[src/verilog/julia_pkg.sv]
package julia_pkg;

	// signed fixed point, 11 integer and 11 fraction bits
	localparam int FIX_W    = 22;
	localparam int FIX_FRAC = 11;

	typedef logic signed [FIX_W-1:0] fix_t;

	localparam int COLOR_W = 6;   // colour per pixel
	localparam int COORD_W = 10;  // pixel x or y
	localparam int ADDR_W  = 20;  // frame buffer word address

	// apb register map, byte offsets
	localparam logic [7:0] REG_C_RE = 8'h00;
	localparam logic [7:0] REG_C_IM = 8'h04;
	localparam logic [7:0] REG_STEP = 8'h08;
	localparam logic [7:0] REG_CTRL = 8'h0C; // bit 0 start, self clearing
	localparam logic [7:0] REG_STAT = 8'h10; // bit 0 busy, bit 1 done

	// bit positions inside ctrl and stat
	localparam int CTRL_START = 0;
	localparam int STAT_BUSY  = 0;
	localparam int STAT_DONE  = 1;

endpackage
[src/verilog/julia_regs.sv]
`timescale 1ns/1ps

module julia_regs (
	input  logic                 tb_clk,
	input  logic                 arst_n,
	input  logic                 psel,
	input  logic                 penable,
	input  logic                 pwrite,
	input  logic [7:0]           paddr,
	input  logic [31:0]          pwdata,
	input  logic                 frame_busy,
	input  logic                 frame_done_pulse,
	output logic [31:0]          prdata,
	output logic                 pready,
	output julia_pkg::fix_t      c_re,
	output julia_pkg::fix_t      c_im,
	output julia_pkg::fix_t      step,
	output logic                 frame_start
);
	import julia_pkg::*;

	logic wr_en;
	logic done;

	assign pready = 1'b1; // no wait states
	assign wr_en  = psel && penable && pwrite;

	always_ff @(posedge tb_clk or negedge arst_n) begin
		if (!arst_n) begin
			c_re        <= '0;
			c_im        <= '0;
			step        <= '0;
			frame_start <= 1'b0;
			done        <= 1'b0;
		end else begin
			frame_start <= 1'b0; // one cycle pulse
			if (frame_done_pulse)
				done <= 1'b1;
			if (wr_en) begin
				case (paddr)
					REG_C_RE: c_re <= pwdata[FIX_W-1:0];
					REG_C_IM: c_im <= pwdata[FIX_W-1:0];
					REG_STEP: step <= pwdata[FIX_W-1:0];
					REG_CTRL: begin
						// a start during a running frame is dropped
						if (pwdata[CTRL_START] && !frame_busy && !frame_start) begin
							frame_start <= 1'b1;
							done        <= 1'b0;
						end
					end
					default: ;
				endcase
			end
		end
	end

	// read data only looks at the address
	always_comb begin
		prdata = '0;
		case (paddr)
			REG_C_RE: prdata = {{(32-FIX_W){1'b0}}, c_re};
			REG_C_IM: prdata = {{(32-FIX_W){1'b0}}, c_im};
			REG_STEP: prdata = {{(32-FIX_W){1'b0}}, step};
			REG_STAT: begin
				prdata[STAT_BUSY] = frame_busy;
				prdata[STAT_DONE] = done;
			end
			default: prdata = '0; // ctrl and holes
		endcase
	end

endmodule

[config.mk]
export PLATFORM = sky130hd
export DESIGN_NAME = julia_regs
export DESIGN_NICKNAME = d
export VERILOG_FILES = /design/src/verilog/julia_pkg.sv /design/src/verilog/julia_regs.sv
export SDC_FILE = /design/constraint.sdc
export NUM_CORES = 1
export LEC_CHECK = 0
export ABC_AREA = 1
export CORE_UTILIZATION = 50
export CTS_CLUSTER_SIZE = 16
export DETAILED_ROUTE_END_ITERATION = 7
export DONT_BUFFER_PORTS = 1
export HOLD_SLACK_MARGIN = 0.15
export PLACE_DENSITY = 0.66
export SLEW_MARGIN = 20
export SYNTH_ARGS = -nofsm -noshare
export SYNTH_HDL_FRONTEND = slang
export SYNTH_SLANG_ARGS = --single-unit
[constraint.sdc]
create_clock -name tb_clk -period 1.61 [get_ports tb_clk]
set_input_delay 0.322 -clock tb_clk [delete_from_list [all_inputs] [get_ports tb_clk]]
set_output_delay 0.322 -clock tb_clk [all_outputs]
set_load 0.05 [all_outputs]
* Word level (Yosys, flattened, before mapping)
Cells that the tools add are included.
** Storage, ports and cells
- Register bits :: 68
- Output and inout bits :: 100
- Word-level logic and storage cells :: 28
** Operators by class
- Eq/ne operators :: 4
- Mux-type cells :: 9
- Reduce and logical (&&, ||, !) cells :: 10
** Operators by type and width (number)
- $pmux 20 s3 :: 1
- $eq 8x4->1 const B :: 2
- $eq 8x3->1 const B :: 1
- $eq 8x5->1 const B :: 1
- $logic_not 8->1 :: 1
- $pmux 2 s4 :: 1
- $mux 1 :: 7
- $reduce_and 2->1 :: 3
- $logic_and 1x1->1 :: 4
- $logic_not 1->1 :: 2

* Logic depth before layout (Yosys ltp)
- Depth after elaboration :: 6
- Gate-level depth with buffers :: 8

* Worst setup path after synthesis
Ideal clock, no wire load.
- Path type :: in2out
- Start point :: in paddr[5]
- End point :: out prdata[12]
- Data arrival time :: 1.385 ns
- Required time :: 1.288 ns
- Setup slack :: -0.097 ns
- Stages on the path :: 6
- Buffers on the path :: 1
- Path through :: nor2_2 -> nand2_4 -> nor2_8 -> buf_2 -> nand2_1 -> nand3_1
** On the way
- Cells in the longest elaborated chain, start to end :: 2
- Elaborated cells on any way between the ends :: 4
** Ends and longest elaborated chain
- start, declared :: RTL line julia_regs.sv:9 : input logic [7:0] paddr,
- $eq 8x4->1, or another cell as far along :: RTL line julia_regs.sv:60 : case (paddr)
- $pmux 20 s3 (*) :: RTL line julia_regs.sv:60
- end, declared :: RTL line julia_regs.sv:13 : output logic [31:0] prdata,
Every way passes the cells marked *; elsewhere a longest branch is shown, timed or not.

* Final worst setup path
- Start point :: in paddr[5]
- End point :: out prdata[20]
Same word-level chain as after synthesis.

==> qor.yml <==
run_status:
  status: "finished with violations"
  violations: "hold timing"
floorplan:
  die_h_um: 87.0
  die_w_um: 87.0
  core_area_um2: 6870
  dieArea_um2: 7570
  start_util_pct: 52.6
  boundaryPins: 147
  fp-row-count: 30
cells_and_area:
  antenna_cells: 0
  filler_cell_count: 562
  final_layout_size_suffix_gt1_share_pct: 48.2
  multi_input_area_um2: 1750
  seqCellArea_um2: 1700
  final_area_um2: 4710
  nNetsFinal: 523
  areaGrowthSynthToFinish_pct: 30.5
  instances_no_fill: 575
worst_setup_path:
  crit_family: "simple AND/OR/NAND/NOR gates"
  path_buf_inv: 3
  slowest_stage: "nand3_2"
  cp_common_cell: "nand2_1"
  cpPeakStageDelay_ns: 0.24
  startpoint_type: "input pin"
  crit_chain: "nor2_4, nand2_4, inv_6, nand2_1, inv_2, buf_12, nand2_1, nand3_2"
  path_class: "input pin to output port"
  endpoint_kind: "output port"
  crit_path_max_fanout: 11
  crit_required_ns: 1.29
  cp.arrival_ns: 1.24
synthesis:
  ys_warn_count: 0
  ys_types: 21
  synth_area_leader_cell: "dfrtp_1"
  seq_area_frac_synth_pct: 47.1
  synth_edf_count: 0
  syn_area_per_cell_um2: 9.16
  synth_top_cell_area_share_pct: 47.1
  ys.flop_type: "dfrtp_1"
  syn_inst: 394
  postSynth.asyncResetShare_pct: 100
  syn_area_um2: 3610
  ys_ff_latch: 68
  yosysMostFrequentCell: "nand2_1"
  yosys-top-cells-area: "dfrtp_1 47%, o21ai_2 13%, nand2_1 9.9%"
  synthTopCellsByCount: "95 x nand2_1, 68 x dfrtp_1, 55 x o21ai_2"
timing:
  hold_viol: 68
  worst_slack_ns: 0.0517
  maxSlewViolCount: 0
  setup_viol: 0
  holdWs_ns: -0.333
  rsz0062_at_grt: "false"
  period_share_pct: 96.8
  max_freq_mhz: 642
  fin_worst_skew_ns: 0.0000104
  timing.setup.tns_ns: 0
  fin_crit_ns: 1.56
pwr:
  power_frac_comb_pct: 10.2
  power_frac_seq_pct: 53.3
  p_leak_nw: 2.50
  clock_power_share_pct: 36.4
  powerDensity_nw_per_um2: 694
  ir_drop_mv: 0.517
  netSwitchingFraction_pct: 26.8
  cellInternalPower_mw: 2.39
  p_sw_uw: 877
min_path:
  min_path_type: "input pin to asynchronous set/reset pin"
placement:
  gp_congestion: 0.733
  place_ws_ns: -0.00845
  placed_area_um2: 4410
  dp.cells: 558
  port_buffers: 0
  dp_hpwl_mm: 5.80
routing:
  routed_via_density: 4.95
  dr.first_iter.drc_count: 122
  num_vias: 2847
  drc: 0
  wire_per_inst_um: 14.7
  drt-total-wl_mm: 8.44
  dr.pass1.iters: 4
  ant_nets: 0
clocking:
  cts.sinks: 68
  cts_buffers: 9
  cts_buffer_depth: 2
  path_clk_slew_ns: 0.07
  h-tree-depth: 3
  cts_root_buf: "clkbuf_8"
  clk_latency_ns: 0.34
  hold_buffers: 2
  cts_tree: "built"
grt:
  grt_antenna_before_repair: 0
  grt_pass1_wl_mm: 13.1
  grt_start_max_net_pins: 69
  grt-ovfl-total: 0
  grt_pass1_vias: 2672
  grt_usage_pct: 23.0
flow_run:
  cap_viol_max_count: 0
-- worst register-to-register path: stages (launching register included) --
cell and delay [ns]:
dfrtp_1 0.64, inv_1 0.09, nand2_1 0.09, nor2_1 0.04, and2_1 0.13, nor2_1 0.07
-- cells by family after synthesis --
logic type             share of synthesized area, %
buffers and inverters                          11.4
flip-flops                                     47.1
AND/OR/NAND/NOR                                26.7
other                                         0.208
AO/OA/AOI/OAI                                  14.6
-- through the flow --
| step | utilization [%] | power (mW) |
|---|---|---|
| finish | 68.6 | 3.27 |
| global placement | 64.2 | 2.10 |
| floorplan | - | 2.05 |
| detailed placement | 64.2 | 2.10 |
| global route | 68.6 | 3.39 |
| CTS | 67.6 | 3.31 |
-- worst paths after layout --
path | slack [ns] | to | startpoint | cells past startpoint
hold reg to reg | 0.52 | done | done | 2
min in group tb_clk | 0.18 | c_re[15] | pwdata[15] | 2
max in group asynchronous | 1.80 | c_im[13] | arst_n | 0
setup / recovery | 0.05 | prdata[20] | paddr[5] | 8
setup reg to reg | 0.49 | done | frame_start | 5
hold / removal | -0.33 | frame_start | arst_n | 0
-- power by group through the flow --
| stage | clock network [mW] | logic, mW | registers [mW] |
|---|---|---|---|
| floorplan | 0 | 0.181 | 1.87 |
| global placement | 0 | 0.324 | 1.78 |
| detailed placement | 0 | 0.327 | 1.78 |
| CTS | 1.23 | 0.333 | 1.74 |
| global route | 1.29 | 0.354 | 1.75 |
| finish | 1.19 | 0.334 | 1.74 |
-- registers in the layout, indices dropped and copies added (netlist names) --
signal and count:
c_im 22, step 22, done 1, frame_start 1
c_re 22
-- timing repair --
item	in CTS	in global routing
gates resized for setup	8	10
gates cloned	0	0
hold endpoints to repair	72	68
buffers inserted	0	1
endpoints found under the setup margin	9	22
pin swaps	1	2
-- per-layer routing --
layer | vias to the layer above | global-route usage [%] | share of wire [%]
li1 | 1399 | - | -
met1 | 1338 | 28.3 | 42
met2 | 99 | 38.0 | 48
met3 | 11 | 7.77 | 7.9
met4 | 0 | 7.73 | 1.4
met5 | - | 0 | 0
-- cells in the final DEF (no fill, tap or decap) --
| cell | count |
|---|---|
| dlygate4sd3_1 | 2 |
| inv_6 | 1 |
| inv_2 | 4 |
| nand2_4 | 2 |
| nand2_1 | 94 |
| buf_12 | 12 |
| nor2_1 | 7 |
| conb_1 | 11 |
| o21ai_1 | 9 |
| clkinv_2 | 1 |
| inv_1 | 33 |
| nor2_8 | 1 |
| nand3_2 | 7 |
| nand2_2 | 39 |
| clkbuf_8 | 10 |
| buf_4 | 77 |
| nor2_4 | 4 |
| nand3_1 | 21 |
| nor3_4 | 1 |
| clkbuf_1 | 2 |
| dfrtp_1 | 68 |
| o21ai_2 | 55 |
| nand3_4 | 15 |
| and2_1 | 1 |
| nor2_2 | 1 |
| clkinvlp_4 | 1 |
-- cell type report --
| type | count | area share, % |
|---|---|---|
| repair buffers | 91 | 17.8 |
| clock inverters | 2 | 0.266 |
| multi-input cells | 268 | 37.1 |
| well taps | 96 | 2.55 |
| inverters | 38 | 3.13 |
| flip-flops and latches | 68 | 36.1 |
| clock buffers | 12 | 3.08 |
No activity file was read; power rests on OpenSTA's default activity.
