`config.mk`:
```
export PLATFORM = sky130hd
export DESIGN_NAME = pixel_dispatcher
export DESIGN_NICKNAME = d
export VERILOG_FILES = /design/src/verilog/julia_pkg.sv /design/src/verilog/pixel_dispatcher.sv
export SDC_FILE = /design/constraint.sdc
export NUM_CORES = 1
export LEC_CHECK = 0
export ABC_AREA = 0
export ABC_CLOCK_PERIOD_IN_PS = 2100
export BUFFER_PORTS_ARGS = -buffer_cell sky130_fd_sc_hd__buf_2
export CAP_MARGIN = 15
export CORE_MARGIN = 1.5
export CORE_UTILIZATION = 45
export CTS_CLUSTER_SIZE = 40
export DETAILED_ROUTE_END_ITERATION = 6
export PLACE_DENSITY = 0.72
export SYNTH_ARGS = -nofsm -noshare
export SYNTH_HDL_FRONTEND = slang
export SYNTH_SLANG_ARGS = --single-unit
```
`constraint.sdc`:
```
create_clock -name tb_clk -period 2.1 [get_ports tb_clk]
set_clock_uncertainty 0.15 [all_clocks]
set_input_delay 0.21 -clock tb_clk [delete_from_list [all_inputs] [get_ports tb_clk]]
set_output_delay 0.21 -clock tb_clk [all_outputs]
set_load 0.02 [all_outputs]
```
`src/verilog/julia_pkg.sv`:
```
package julia_pkg;

	// signed fixed point, 11 integer and 11 fraction bits
	localparam int FIX_W    = 22;
	localparam int FIX_FRAC = 11;

	typedef logic signed [FIX_W-1:0] fix_t;

	localparam int COLOR_W = 6;   // colour per pixel
	localparam int COORD_W = 10;  // pixel x or y
	localparam int ADDR_W  = 20;  // frame buffer word address

	// apb register map, byte offsets
	localparam logic [7:0] REG_C_RE = 8'h00;
	localparam logic [7:0] REG_C_IM = 8'h04;
	localparam logic [7:0] REG_STEP = 8'h08;
	localparam logic [7:0] REG_CTRL = 8'h0C; // bit 0 start, self clearing
	localparam logic [7:0] REG_STAT = 8'h10; // bit 0 busy, bit 1 done

	// bit positions inside ctrl and stat
	localparam int CTRL_START = 0;
	localparam int STAT_BUSY  = 0;
	localparam int STAT_DONE  = 1;

endpackage
```
`src/verilog/pixel_dispatcher.sv`:
```
`timescale 1ns/1ps

module pixel_dispatcher #(
	parameter int NUM_WORKERS = 3,
	parameter int IMG_W       = 16,
	parameter int IMG_H       = 12
) (
	input  logic                            tb_clk,
	input  logic                            arst_n,
	input  logic                            frame_start,
	input  logic [NUM_WORKERS-1:0]          idle,
	output logic [NUM_WORKERS-1:0]          pix_start,
	output logic [julia_pkg::COORD_W-1:0]   pix_x,
	output logic [julia_pkg::COORD_W-1:0]   pix_y,
	output logic                            frame_busy,
	output logic                            frame_done_pulse
);
	import julia_pkg::*;

	localparam logic [NUM_WORKERS-1:0] ONE = 1;

	logic issued_all; // every pixel of the frame handed out
	logic issue;
	logic last_x;
	logic last_y;

	assign last_x = (pix_x == COORD_W'(IMG_W - 1));
	assign last_y = (pix_y == COORD_W'(IMG_H - 1));
	assign issue  = frame_busy && !issued_all && (|idle);

	// lowest set bit of idle picks the worker
	assign pix_start = issue ? (idle & (~idle + ONE)) : '0;

	// last write granted, worker back in idle
	assign frame_done_pulse = frame_busy && issued_all && (&idle);

	always_ff @(posedge tb_clk or negedge arst_n) begin
		if (!arst_n) begin
			frame_busy <= 1'b0;
			issued_all <= 1'b0;
			pix_x      <= '0;
			pix_y      <= '0;
		end else if (frame_start) begin
			frame_busy <= 1'b1;
			issued_all <= 1'b0;
			pix_x      <= '0;
			pix_y      <= '0;
		end else begin
			if (frame_done_pulse)
				frame_busy <= 1'b0;
			if (issue) begin
				if (last_x) begin
					pix_x <= '0;
					if (last_y)
						issued_all <= 1'b1;
					else
						pix_y <= pix_y + 1'b1;
				end else begin
					pix_x <= pix_x + 1'b1;
				end
			end
		end
	end

endmodule

```
After elaboration in Yosys (flattened, before gate mapping). Cells that the tools add are included.

Register bits: 22. Word-level logic and storage cells: 39.

$add $sub $neg: 3. Eq/ne operators: 3. Multiplexer cells: 14. Bitwise logic cells: 2. Reduce and logical (&&, ||, !) cells: 13.

Operators by type and width (number): $mux W10 (7); $add A10 B1 Y10 const B (2); $eq A10 B4 Y1 const B (2); $reduce_and A3 Y1 (3); $reduce_bool A2 Y1 (4); $mux W1 (6); $logic_and A1 B1 Y1 (4); $add A3 B1 Y3 const B (1); $and A3 B3 Y3 (1); $mux W3 (1); $not A3 Y3 (1); $reduce_or A3 Y1 (1); $ne A2 B2 Y1 const B (1); $logic_not A1 Y1 (1).

Longest topological paths before layout.
Word-level depth: 5. Mapped depth: 6.

Worst setup path after synthesis. No wires, ideal clock.

Path type: register to register. Start: register pix_x[0] in the netlist's numbering. End: register pix_y[4] in the netlist's numbering. Setup time: 125 ps. Data arrival time: 1758 ps. Data required time: 1825 ps. Path slack: 67 ps. Cell stages (with the launch flop): 7. Path buffers: 1. Clock period less this slack: 2033 ps. Cell sequence: dfrtp_1 ha_1 and4b_1 nand4_1 buf_2 nor3_1 mux2_2.

Longest elaborated chain between the ends: 3.

Ends and longest elaborated chain: start: declaration (line pixel_dispatcher.sv:13) `output logic [julia_pkg::COORD_W-1:0] pix_x,`; start signal: assignment (line pixel_dispatcher.sv:59) `pix_x <= pix_x + 1'b1;`; $eq A10 B4 Y1 (line pixel_dispatcher.sv:27) `assign last_x = (pix_x == COORD_W'(IMG_W - 1));`; $reduce_bool A2 Y1 (no line); $reduce_and A3 Y1 (no line); end signal: assignment (line pixel_dispatcher.sv:57) `pix_y <= pix_y + 1'b1;`; end: declaration (line pixel_dispatcher.sv:14) `output logic [julia_pkg::COORD_W-1:0] pix_y,`.

No other way between the ends. A chain may end at the register's enable or synchronous reset.

Worst setup path in the final report.
Start: register pix_x[5] in the netlist's numbering. End: register pix_x[9] in the netlist's numbering.

Longest elaborated chain between the ends: 4.

Ends and longest elaborated chain: $add A10 B1 Y10 / $eq A10 B4 Y1 (equally long branches) (line pixel_dispatcher.sv:59, pixel_dispatcher.sv:27); $mux W10 * (line pixel_dispatcher.sv:52) `if (last_x) begin`; $mux W10 * (line pixel_dispatcher.sv:51) `if (issue) begin`; $mux W10 * (line pixel_dispatcher.sv:43) `end else if (frame_start) begin`.

Every way passes the cells marked *; elsewhere a longest branch is shown, timed or not. The select of a mux whose other input is x is not followed.

==> results.md <==
* Final period util at 97.2%
* Gr usage total at 21.1%
* Sw frac at 22.8%
* DIE WIDTH at 56.2 microns
* RSZ-0062 raised after global routing: yes
* Mapped Avg Cell Area at 9.10 sq um
* Ys Warns at 0
* Count of input and output buffers at 30
* DRT Pass-1 Iters at 4
* Clk slew on worst S/H paths at 0.13 ns
* GPL Wtd Cong at 0.898
* Yosys top cell by area: dfrtp_1
* Hold Fails Final Rpt at 0
* Cells after Synth at 140
* Comb pwr share at 8.8%
* Int Pwr at 649 uW
* Hold_ws at 0.105 ns
* First-pass GRT wire length at 5420 microns
* Vias in the first global route at 1154
* Setup ws final at 0.0578 ns
* Cell variety after synth at 37
* Status: finished clean
* Largest net degree at the start of global routing at 23
* FF-to-FF End: pix_x[9]$_DFFE_PN0P_
* Tot Pwr at 841 uW
* Crit path DAT at 2.13 ns
* Layout cells sized above 1 at 30.0%
* Post-synthesis compound-gate area fraction at 13.1%
* XOR/XNOR Fraction of Synth Area at 1.38%
* Final Max Tran Viols at 0
* Design Area, Final at 1600 sq um
* Worst rel slew slack at 67.3%
* Simple-gate share of the synthesized area at 33.1%
* Post-synthesis mux area share at 3.34%
* CTS max path bufs at 2
* Cells taking the most area after synthesis: dfrtp_1 43%, or4_1 4.7%, a21oi_1 4.3%
* Startpoint Class: flop
* # IOs at 31
* Routed vias at 1240
* Worst Hold Class: primary input to flop
* Peak Freq at 490 MHz
* FF-to-FF Start: pix_x[5]$_DFFE_PN0P_
* Worst-Margin Slew at 0.491 ns
* R2R depth at 5
* Worst EP required at 2.19 ns
* Final antenna-violating net count at 0
* Mapped Nets at 148
* Setup-failing EPs final at 0
* Clock Latency Late Sink at 0.31 ns
* Vias/cell at 5.88
* Initial antenna violation count at 0
* Antenna cells at 0
* Synth Register Bits at 22
* Crit path time final at 2.04 ns
* Total global routing overflow at 0
* Routed len/inst at 14.8 microns
* Post-route core utilization at 59.0%
* Initial Util at 47.0%
* Die H at 56.2 microns
* Post-Synth Adder-Cell Area at 1.96%
* Hold Path Depth at 4
* Syn Std Cell Area at 1270 sq um
* Largest family of logic cells by synthesized area: simple AND/OR/NAND/NOR gates
* Htree depth at 1
* TritonCTS Buffers at 3
* Area share of the largest cell type after synthesis at 43.2%
* Sink Count at 22
* Total power per unit cell area at 526 nW/um^2
* Worst Path Class, Setup: flop to flop
* Std-Cell Rows at 19
* Final wirelength at 3110 microns
* Hold endpoint: frame_busy$_DFFE_PN0P_
* Register share of total power at 52.0%
* Die Footprint at 3160 sq um
* Post-layout net count at 189
* Leak at 0.000714 uW
* Critical Path Fanout Max at 5
* Placement-stage cell area at 1510 sq um
* Area growth, synth to finish at 25.4%
* # DRC at 0
* Crit. End Element: flop
* Clock Tree Root: clkbuf_4
* Worst VDD drop at 451 uV
* Flop2flop setup slack at 0.06 ns
* HP Start: idle[1]
* Violation count after the first detailed-route iteration at 49
* DP Wirelength at 2220 microns
* Clock power frac at 39.2%
* Pre-CTS setup slack at 0.0969 ns
* CORE AREA at 2710 sq um
* Max-Cap Viols at 0
* CTS tree: built
* Sw Pwr at 191 uW
* Sequential fraction of the synthesis area at 43.2%
## flip-flops by register name, summed over array words and instances (netlist names)
register and cells:
pix_y 10, issued_all 1, pix_x 10, frame_busy 1
## cells by family after synthesis
kind of cell | Yosys count
AND/OR/NAND/NOR | 70
multiplexers | 4
flip-flops | 22
AO/OA/AOI/OAI | 28
XOR/XNOR | 2
adder cells (fa/ha/maj) | 2
buffers and inverters | 12
## worst max path at each step
stage | from | end
after floorplan | pix_x[0]$_DFFE_PN0P_ | pix_y[4]$_DFFE_PN0P_
after global placement | pix_x[3]$_DFFE_PN0P_ | pix_x[9]$_DFFE_PN0P_
after detailed placement | pix_x[3]$_DFFE_PN0P_ | pix_x[9]$_DFFE_PN0P_
after CTS | pix_x[3]$_DFFE_PN0P_ | pix_x[9]$_DFFE_PN0P_
after global routing | pix_x[0]$_DFFE_PN0P_ | pix_y[7]$_DFFE_PN0P_
final | pix_x[5]$_DFFE_PN0P_ | pix_x[9]$_DFFE_PN0P_
## cell type report
cell class,count,area (sq um)
inverters,7,26.3
multi-input cells,106,689
repair buffers,41,238
clock inverters,1,30.0
clock buffers,3,22.5
flip-flops and latches,22,553
well taps,31,38.8
fillers,243,1110
## power by group through the flow
stage / clock network [uW] / logic, uW / registers, uW
2_1_floorplan: 0 / 31.6 / 451
3_3_place_gp: 0 / 70.8 / 445
3_5_place_dp: 0 / 72.1 / 445
4_1_cts: 338 / 75.4 / 437
5_1_grt: 355 / 83.0 / 438
6_report: 330 / 74.1 / 437
## cells in the final DEF (no fill, tap or decap), types with 3 or more instances in the layout
cell      Yosys  final
or3_1         7      7
nand4_1       3      3
nand2b_1      5      5
buf_4         1      9
buf_2         1     30
o21ai_0       9      9
nand2_1      10     10
or4_1         8      7
nor3_1        6      6
clkbuf_4      0      3
dfrtp_1      22     20
o31ai_1       5      5
a21oi_1      11     11
nand3_1       6      6
nor2_1        7      7
inv_1         7      7
## synthesized netlist by cell type, drive strengths merged
master / instances
a21oi: 11
a311o: 1
a31oi: 1
and4: 2
and4b: 1
buf: 3
clkbuf: 2
dfrtp: 22
ha: 2
inv: 7
mux2: 2
mux2i: 2
nand2: 10
nand2b: 5
nand3: 6
nand4: 3
nand4b: 1
nand4bb: 1
nor2: 7
nor2b: 2
nor3: 6
nor3b: 2
nor4: 4
nor4b: 1
o211ai: 1
o21ai: 9
o31ai: 5
or2: 1
or2b: 1
or3: 8
or4: 8
or4b: 1
xnor2: 1
xor2: 1
## metal layers
| metal | GRT usage (%) | vias to the layer above | part of all wire, % |
|---|---|---|---|
| met2 | 32.3 | 29 | 47 |
| li1 | - | 606 | - |
| met3 | 3.72 | 7 | 3.6 |
| met4 | 6.12 | 0 | 1.3 |
| met5 | 0 | - | 0 |
| met1 | 30.7 | 598 | 48 |
## repair_timing
action / in CTS / in global routing
buffers inserted: 0 / 0
endpoints found under the setup margin: 0 / 8
hold endpoints to repair: 24 / 0
hold buffers: 2 / 0
resized for setup: 0 / 5
## per-stage QoR
step	cells	TNS, ns
2_1_floorplan	140	0
3_3_place_gp	205	0
3_5_place_dp	205	0
4_1_cts	211	0
5_1_grt	211	-0.0150
6_report	211	0
## critical path, cell delays in order (launching register included)
cell and delay [ns]:
dfrtp_1 0.41, buf_4 0.15, nand4_1 0.14, or4_4 0.52
or4b_4 0.53, o211ai_2 0.08
No activity file was read; power rests on OpenSTA's default activity.
