File: src/verilog/julia_pkg.sv
package julia_pkg;

	// signed fixed point, 11 integer and 11 fraction bits
	localparam int FIX_W    = 22;
	localparam int FIX_FRAC = 11;

	typedef logic signed [FIX_W-1:0] fix_t;

	localparam int COLOR_W = 6;   // colour per pixel
	localparam int COORD_W = 10;  // pixel x or y
	localparam int ADDR_W  = 20;  // frame buffer word address

	// apb register map, byte offsets
	localparam logic [7:0] REG_C_RE = 8'h00;
	localparam logic [7:0] REG_C_IM = 8'h04;
	localparam logic [7:0] REG_STEP = 8'h08;
	localparam logic [7:0] REG_CTRL = 8'h0C; // bit 0 start, self clearing
	localparam logic [7:0] REG_STAT = 8'h10; // bit 0 busy, bit 1 done

	// bit positions inside ctrl and stat
	localparam int CTRL_START = 0;
	localparam int STAT_BUSY  = 0;
	localparam int STAT_DONE  = 1;

endpackage
File: src/verilog/julia_worker.sv
`timescale 1ns/1ps

module julia_worker #(
	parameter int IMG_W    = 16,
	parameter int IMG_H    = 12,
	parameter int MAX_ITER = 32
) (
	input  logic                            tb_clk,
	input  logic                            arst_n,
	input  logic                            start,
	input  logic [julia_pkg::COORD_W-1:0]   x,
	input  logic [julia_pkg::COORD_W-1:0]   y,
	input  julia_pkg::fix_t                 c_re,
	input  julia_pkg::fix_t                 c_im,
	input  julia_pkg::fix_t                 step,
	input  logic                            grant,
	output logic                            idle,
	output logic                            req,
	output logic [julia_pkg::ADDR_W-1:0]    addr,
	output logic [julia_pkg::COLOR_W-1:0]   color
);
	import julia_pkg::*;

	localparam int ITER_W = $clog2(MAX_ITER + 1);

	localparam logic [2:0] S_IDLE = 3'd0;
	localparam logic [2:0] S_LOAD = 3'd1;
	localparam logic [2:0] S_ITER = 3'd2;
	localparam logic [2:0] S_FMT  = 3'd3;
	localparam logic [2:0] S_WAIT = 3'd4;

	// escape radius squared, 4.0
	localparam logic signed [2*FIX_W-1:0] ESC_LIM = 4 << FIX_FRAC;

	logic [2:0]                 state;
	logic [ITER_W-1:0]          iter;
	logic [COORD_W-1:0]         x_q;
	logic [COORD_W-1:0]         y_q;
	fix_t                       zr;
	fix_t                       zi;
	logic signed [COORD_W:0]    dx;
	logic signed [COORD_W:0]    dy;
	logic signed [FIX_W+COORD_W:0] z0_re;
	logic signed [FIX_W+COORD_W:0] z0_im;
	logic signed [2*FIX_W-1:0]  p_rr;
	logic signed [2*FIX_W-1:0]  p_ii;
	logic signed [2*FIX_W-1:0]  p_ri;
	logic signed [2*FIX_W-1:0]  sq_rr;
	logic signed [2*FIX_W-1:0]  sq_ii;
	logic signed [2*FIX_W-1:0]  sq_ri;
	logic signed [2*FIX_W-1:0]  nr;
	logic signed [2*FIX_W-1:0]  ni;
	logic                       escaped;
	logic                       at_limit;

	// pixel offset from image centre, times step
	assign dx    = $signed({1'b0, x_q}) - $signed((COORD_W+1)'(IMG_W / 2));
	assign dy    = $signed({1'b0, y_q}) - $signed((COORD_W+1)'(IMG_H / 2));
	assign z0_re = dx * step;
	assign z0_im = dy * step;

	assign p_rr  = zr * zr;
	assign p_ii  = zi * zi;
	assign p_ri  = zr * zi;
	assign sq_rr = p_rr >>> FIX_FRAC;
	assign sq_ii = p_ii >>> FIX_FRAC;
	assign sq_ri = p_ri >>> FIX_FRAC;

	assign escaped  = (sq_rr + sq_ii) > ESC_LIM; // test on current z
	assign at_limit = (iter == ITER_W'(MAX_ITER));

	// z <- z^2 + c
	assign nr = sq_rr - sq_ii + c_re;
	assign ni = (sq_ri <<< 1) + c_im;

	assign idle = (state == S_IDLE);
	assign req  = (state == S_WAIT);

	always_ff @(posedge tb_clk or negedge arst_n) begin
		if (!arst_n) begin
			state <= S_IDLE;
			iter  <= '0;
		end else begin
			case (state)
				S_IDLE: if (start) state <= S_LOAD;
				S_LOAD: begin
					state <= S_ITER;
					iter  <= '0;
				end
				S_ITER: begin
					if (escaped || at_limit)
						state <= S_FMT;
					else
						iter <= iter + 1'b1;
				end
				S_FMT:  state <= S_WAIT;
				S_WAIT: if (grant) state <= S_IDLE; // write accepted
				default: state <= S_IDLE;
			endcase
		end
	end

	// pixel payload
	always_ff @(posedge tb_clk) begin
		if (state == S_IDLE && start) begin
			x_q <= x;
			y_q <= y;
		end
		if (state == S_LOAD) begin
			zr   <= z0_re[FIX_W-1:0];
			zi   <= z0_im[FIX_W-1:0];
			addr <= ADDR_W'(y_q) * ADDR_W'(IMG_W) + ADDR_W'(x_q);
		end
		if (state == S_ITER && !escaped && !at_limit) begin
			zr <= nr[FIX_W-1:0];
			zi <= ni[FIX_W-1:0];
		end
		if (state == S_FMT)
			color <= at_limit ? '0 : COLOR_W'(iter); // count mod 64
	end

endmodule

File: config.mk
export PLATFORM = sky130hd
export DESIGN_NAME = julia_worker
export DESIGN_NICKNAME = d
export VERILOG_FILES = /design/src/verilog/julia_pkg.sv /design/src/verilog/julia_worker.sv
export SDC_FILE = /design/constraint.sdc
export NUM_CORES = 2
export LEC_CHECK = 0
export BUFFER_PORTS_ARGS = -buffer_cell sky130_fd_sc_hd__buf_2
export CAP_MARGIN = 20
export CORE_ASPECT_RATIO = 0.8
export CORE_MARGIN = 2
export CORE_UTILIZATION = 40
export CTS_CLUSTER_SIZE = 16
export DETAILED_ROUTE_END_ITERATION = 7
export HOLD_SLACK_MARGIN = 0.05
export SLEW_MARGIN = 20
export SYNTH_ARGS = -nofsm -noshare
export SYNTH_HDL_FRONTEND = slang
export SYNTH_SLANG_ARGS = --single-unit
File: constraint.sdc
create_clock -name tb_clk -period 9.89 [get_ports tb_clk]
set_clock_uncertainty 0.1 [all_clocks]
set_input_delay 2.967 -clock tb_clk [delete_from_list [all_inputs] [get_ports tb_clk]]
set_output_delay 2.967 -clock tb_clk [all_outputs]
set_load 0.05 [all_outputs]
## Yosys cells after proc, flatten, opt, wreduce, memory -nomap -nowiden

Index checks and enable logic that the tools add are counted.

| word-level totals | value |
|---|---|
| flip-flop bits (word level) | 99 |
| input bits | 90 |
| logic and storage cells | 52 |

| operators by class | value |
|---|---|
| $mul | 5 |
| $lt $le $gt $ge | 1 |
| add/subtract/negate cells | 8 |
| eq/ne operators | 9 |
| muxes and demuxes | 10 |
| reduce and logical (&&, ||, !) cells | 11 |

Operators with widths:

| operator | count |
|---|---|
| multiplier 22 x 22 -> 44 bit | 2 |
| 2-to-1 mux 22 bit | 4 |
| adder 22 bit | 2 |
| multiplier 11 x 22 -> 22 bit | 2 |
| adder 33 x 33 -> 34 bit | 1 |
| greater-than comparator 34 x 15 -> 1 bit, second input constant | 1 |
| multiplier 22 x 22 -> 32 bit | 1 |
| subtractor 22 bit | 1 |
| adder 14 x 10 -> 15 bit | 1 |
| one-hot mux 3 bit (5 select lines) | 1 |
| one-hot mux 6 bit (2 select lines) | 1 |
| subtractor 10 x 3 -> 11 bit, second input constant | 1 |
| subtractor 10 x 4 -> 11 bit, second input constant | 1 |
| 2-to-1 mux 3 bit | 3 |
| != test 2 bit, second input constant | 4 |
| adder 6 x 1 -> 6 bit, second input constant | 1 |
| equality test 3 x 2 -> 1 bit, second input constant | 2 |
| equality test 6 bit, second input constant | 1 |
| 2-to-1 mux 6 bit | 1 |
| nonzero test 2 bit | 2 |
| equality test 3 x 1 -> 1 bit, second input constant | 1 |
| equality test 3 bit, second input constant | 1 |
| logical AND 1 bit | 3 |
| logical NOT 3 bit | 1 |
| other kinds (4) | 5 |

## Logic depth before layout (Yosys ltp)

| logic depth | value |
|---|---|
| word-level depth | 7 |
| mapped depth | 43 |
| depth with buffers taken out | 40 |

## Worst setup path before layout

No wires, ideal clock.

| path | value |
|---|---|
| path type | flip-flop to flip-flop |
| from | register zr[12] |
| to | register zi[0], enable pin |
| period minus slack after synthesis | 10,973 ps |
| arrival | 10,464 ps |
| required time | 9,381 ps |
| slack | -1,083 ps |
| buffers on the path | 3 |
| library setup time | 409 ps |
| cell stages (with the launch flop) | 37 |
| cell sequence | edfxtp_1 -> clkbuf_1 -> buf_1 -> clkbuf_1 -> nand2_1 -> fa_1 -> fa_1 -> inv_1 -> fa_1 -> inv_1 -> fa_1 -> fa_1 -> fa_1 -> inv_1 -> fa_1 -> ha_1 -> a21o_1 -> a221o_1 -> a21oi_1 -> a21oi_1 -> o21ai_1 -> a21boi_0 -> o21a_1 -> o22a_1 -> mux2_2 -> or3_1 -> ha_1 -> a21o_1 -> a21o_1 -> a21oi_2 -> o2111ai_1 -> o31ai_1 -> o21ai_0 -> xor2_1 -> nor4_2 -> nand3_4 -> nand3_1 |

| between the ends | value |
|---|---|
| word-level cells in the longest chain between the ends | 7 |

RTL lines:

| what | RTL line | RTL |
|---|---|---|
| start, declared | julia_worker.sv:39 | `fix_t zr;` |
| start signal, assigned | julia_worker.sv:110 | `zr <= z0_re[FIX_W-1:0];` |
| start signal, assigned | julia_worker.sv:115 | `zr <= nr[FIX_W-1:0];` |
| multiplier 22 x 22 -> 44 bit | julia_worker.sv:62 | `assign p_rr = zr * zr;` |
| adder 33 x 33 -> 34 bit | julia_worker.sv:69 | `assign escaped = (sq_rr + sq_ii) > ESC_LIM;` |
| greater-than comparator 34 x 15 -> 1 bit | julia_worker.sv:69 |  |
| logical NOT 1 bit | julia_worker.sv:114 | `if (state == S_ITER && !escaped && !at_limit) begin` |
| logical AND 1 bit (2 in series) | julia_worker.sv:114 |  |
| nonzero test 2 bit (no source line) | - |  |
| end signal, assigned | julia_worker.sv:111 | `zi <= z0_im[FIX_W-1:0];` |
| end signal, assigned | julia_worker.sv:116 | `zi <= ni[FIX_W-1:0];` |
| end, declared | julia_worker.sv:40 | `fix_t zi;` |

Every way passes these cells.
A chain may end at the register's enable or synchronous reset.

## Final worst setup path

| path | value |
|---|---|
| from | register zr[9] |
| to | register zi[2] (data pin) |

| between the ends | value |
|---|---|
| word-level cells in the longest chain between the ends | 7 |

RTL lines:

| what | RTL line |
|---|---|
| multiplier 22 x 22 -> 44 bit | julia_worker.sv:62 |
| adder 33 x 33 -> 34 bit | julia_worker.sv:69 |
| greater-than comparator 34 x 15 -> 1 bit | julia_worker.sv:69 |
| logical NOT 1 bit | julia_worker.sv:114 |
| logical AND 1 bit (2 in series) | julia_worker.sv:114 |
| 2-to-1 mux 22 bit * | julia_worker.sv:114 |

Mark *: on every way between the ends. The rest lies on a longest branch, timed or not.

==> results.sh <==
export IMPL_launching_element_type_of_the_critical_path="flop"
export IMPL_critical_path_max_fanout=5
export IMPL_hp_class="flop to flop"
export IMPL_leftover_overflow_at_the_end_of_global_routing=0
export IMPL_numCtsBuffers=9
export IMPL_vias=46900
export IMPL_grt_pass1_wl_um=292000
export IMPL_maximum_number_of_pins_on_one_net_before_global_route_repair=30
export IMPL_area_delta_synth_final_pct=15.9
export IMPL_synthesis_area_per_instance_um2=9.22
export IMPL_detail_route_antenna_nets=0
export IMPL_synth_cells=6936
export IMPL_hpwl_after_dpl_um=151000
export IMPL_wire_per_inst_um=18.0
export IMPL_synth_largest_area_cell="fa_1"
export IMPL_clockRootBuffer="clkbuf_16"
export IMPL_setup_worst_path_end_class="flop"
export IMPL_netlist_top_cells_area="fa_1, ha_1, inv_1, nand2_1, edfxtp_1"
export IMPL_number_of_slew_limit_violations_in_the_final_report=0
export IMPL_synth_enable_flop_cells=85
export IMPL_placementRows=131
export IMPL_synth_sequential_area_ratio=0.0434
export IMPL_timing_hold_violations_final=0
export IMPL_cts_tree="yes"
export IMPL_finalWeightedCongestion=0.909
export IMPL_finalSetupViolations=88
export IMPL_clock_fmax_ghz=0.0992
export IMPL_timing_critical_path_required_ps=9930
export IMPL_yosys_warnings=0
export IMPL_start_util=0.402
export IMPL_route_detailed_vias_per_inst=4.82
export IMPL_number_of_i_o_port_buffers=112
export IMPL_clk_pin_slew_ps=80
export IMPL_cp_data_arrival_time_ps=10130
export IMPL_ys_seq_elements=94
export IMPL_critPathSlowestCell="fa_1"
export IMPL_h_tree_depth=3
export IMPL_layout_min_cycle_time_ps=10080
export IMPL_critical_path_max_stage_delay_ps=540
export IMPL_clock_latency_ps=410
export IMPL_post_synth_cell_types=94
export IMPL_fin_ws_ps=-193
export IMPL_timing_final_crit_share=1.02
export IMPL_synth_top_cell_area_share=0.488
export IMPL_setup_worst_path_class="flop to flop"
export IMPL_antenna_violations_before_repair=4
export IMPL_failed_checks="negative setup slack"
export IMPL_die_width_um=451
export IMPL_count_of_maximum_capacitance_violations=0
export IMPL_cp_common_cell="fa_1"
export IMPL_drcViolationCount=0
export IMPL_postSynth_asyncResetShare=0.0957
export IMPL_relSlewSlack=0.331
export IMPL_post_synth_instance_area_mm2=0.0639
export IMPL_ctsHoldBuffers=0
export IMPL_fp_dieArea_mm2=0.163
export IMPL_pre_cts_ws_ps=-876
export IMPL_rsz0062_at_grt="yes"
export IMPL_drt_first_pass_iters=7
export IMPL_drive_above_1_share=0.152
export IMPL_vias_in_the_first_global_route=52300
export IMPL_cts_sink_count=94
export IMPL_top_ports=118
export IMPL_core_mm2=0.159
export IMPL_die_h_um=362
export IMPL_max_slew_worst_pin_slew_ps=1000
export IMPL_status="complete, but fails checks"
export IMPL_ys_dominant_reg_cell="edfxtp_1"
export IMPL_cts_root_to_sink_buffers=2
export IMPL_nNetsFinal=9832
export IMPL_detail_route_wirelength_um=175000
export IMPL_gr_usage_all_layers=0.227
export IMPL_first_iter_violations=2871
==> timing repair <==
action / 4_1_cts / 5_1_grt
pin swaps: 83 / 54
cloned: 3 / 2
gates resized for setup: 153 / 119
endpoints found under the setup margin: 95 / 95
buffers inserted: 44 / 21
==> cell usage in the layout (no fill, tap or decap), types with 21 or more instances in the layout <==
master    count
buf_4       732
ha_1        569
nor2_1      181
edfxtp_1     85
buf_6        35
or2_2        21
buf_2       112
and2_1      341
nor2b_1     139
xor2_1       81
inv_1      1887
nor3_1       44
buf_12       26
a21o_1       49
nand2_1     796
a21oi_1     102
fa_1       1541
nand2b_1     85
mux2i_1      40
nand3_1      35
o21ai_0      74
xnor2_1     185
==> cell families after synthesis <==
kind of cell / count (synthesis) / share of synthesized area
AOI/OAI and AO/OA: 422 / 0.0434
xor gates and xnor gates: 284 / 0.0392
adders and majority gates: 2146 / 0.603
buffers and inverters: 2175 / 0.129
DFF: 94 / 0.0434
muxes: 56 / 0.00929
other: 1 / 0.0000586
and+or+nand+nor: 1758 / 0.133
==> routing by layer <==
| layer | part of all wire | vias to the layer above | GRT usage | wire (um) |
|---|---|---|---|---|
| li1 | - | 21500 | - | - |
| met1 | 0.46 | 23900 | 0.339 | 81100 |
| met2 | 0.45 | 1344 | 0.350 | 78100 |
| met3 | 0.076 | 150 | 0.0397 | 13200 |
| met4 | 0.016 | 0 | 0.0359 | 2760 |
| met5 | 0 | - | 0 | 0 |
==> path summary, 6_finish.rpt <==
check / start / end / slack [ps] / cells past startpoint
worst min register to register: iter[4] / color[4] / 450 / 0
worst min-delay path: iter[4] / color[4] / 450 / 0
max in group asynchronous: arst_n / iter[1] / 7200 / 1
min in group asynchronous: arst_n / state[2] / 2310 / 1
worst max register to register: zr[9] / zi[2] / -190 / 38
worst max-delay path: zr[9] / zi[2] / -190 / 38
==> cells in the mapped netlist (5+ instances only) <==
| master | instances |
|---|---|
| or2_2 | 21 |
| a21oi_1 | 126 |
| o21ai_1 | 7 |
| mux2i_1 | 41 |
| a21o_1 | 49 |
| nor4_1 | 8 |
| nor3_1 | 45 |
| or3_1 | 13 |
| a31oi_1 | 13 |
| mux2_2 | 11 |
| xor2_1 | 85 |
| a211oi_1 | 10 |
| o21bai_1 | 16 |
| inv_1 | 1897 |
| o21a_1 | 19 |
| buf_1 | 7 |
| nand2_1 | 802 |
| nor2_1 | 193 |
| a21boi_0 | 6 |
| nand4_1 | 19 |
| edfxtp_1 | 85 |
| o21ai_0 | 87 |
| xnor2_1 | 197 |
| buf_4 | 6 |
| o211ai_1 | 8 |
| and3_1 | 19 |
| and2_1 | 350 |
| clkbuf_1 | 251 |
| o22ai_1 | 5 |
| a31o_2 | 6 |
| o31ai_1 | 9 |
| dfrtp_1 | 9 |
| ha_1 | 587 |
| nand3_1 | 38 |
| a211o_1 | 6 |
| buf_2 | 5 |
| fa_1 | 1559 |
| nand2b_1 | 85 |
| o2111ai_1 | 5 |
| nor2b_1 | 141 |
==> through the flow <==
stage	TNS, ps	std cells	instance area, um^2	hold slack (ps)	util
3_3_place_gp	-66300	9647	72000	441	0.452
2_1_floorplan	0	6940	64100	348	-
4_1_cts	-13060	9707	73400	463	0.461
6_report	-8880	9732	74100	455	0.466
5_1_grt	-43270	9730	74100	485	0.466
3_5_place_dp	-74870	9647	72000	440	0.452
==> sequential cells by signal, summed over array words and instances, names as in the netlist <==
name / flops
zi: 22
zr: 22
addr: 15
x_q: 10
y_q: 10
color: 6
iter: 6
state: 3
==> critical path, delay by kind of cell, from the launching register on <==
family,cells,cell delay (ps)
AOI/OAI and AO/OA,12,2520
adders and majority gates,9,4010
buffers and inverters,10,990
DFF,1,530
muxes,2,600
and+or+nand+nor,5,1070
==> cell type report <==
class,count,area [um^2]
clock buffer,10,229
fill,15100,85000
tap,2128,2660
inverter,1902,7150
sequential,94,2780
clock inverter,6,91.3
antenna,3,7.51
multi-input combinational,4674,54100
timing repair buffer,915,7130
Power is left out: the tool's default activity adds up to more than one toggle a clock period on the data nets, which glitch-free logic cannot reach.
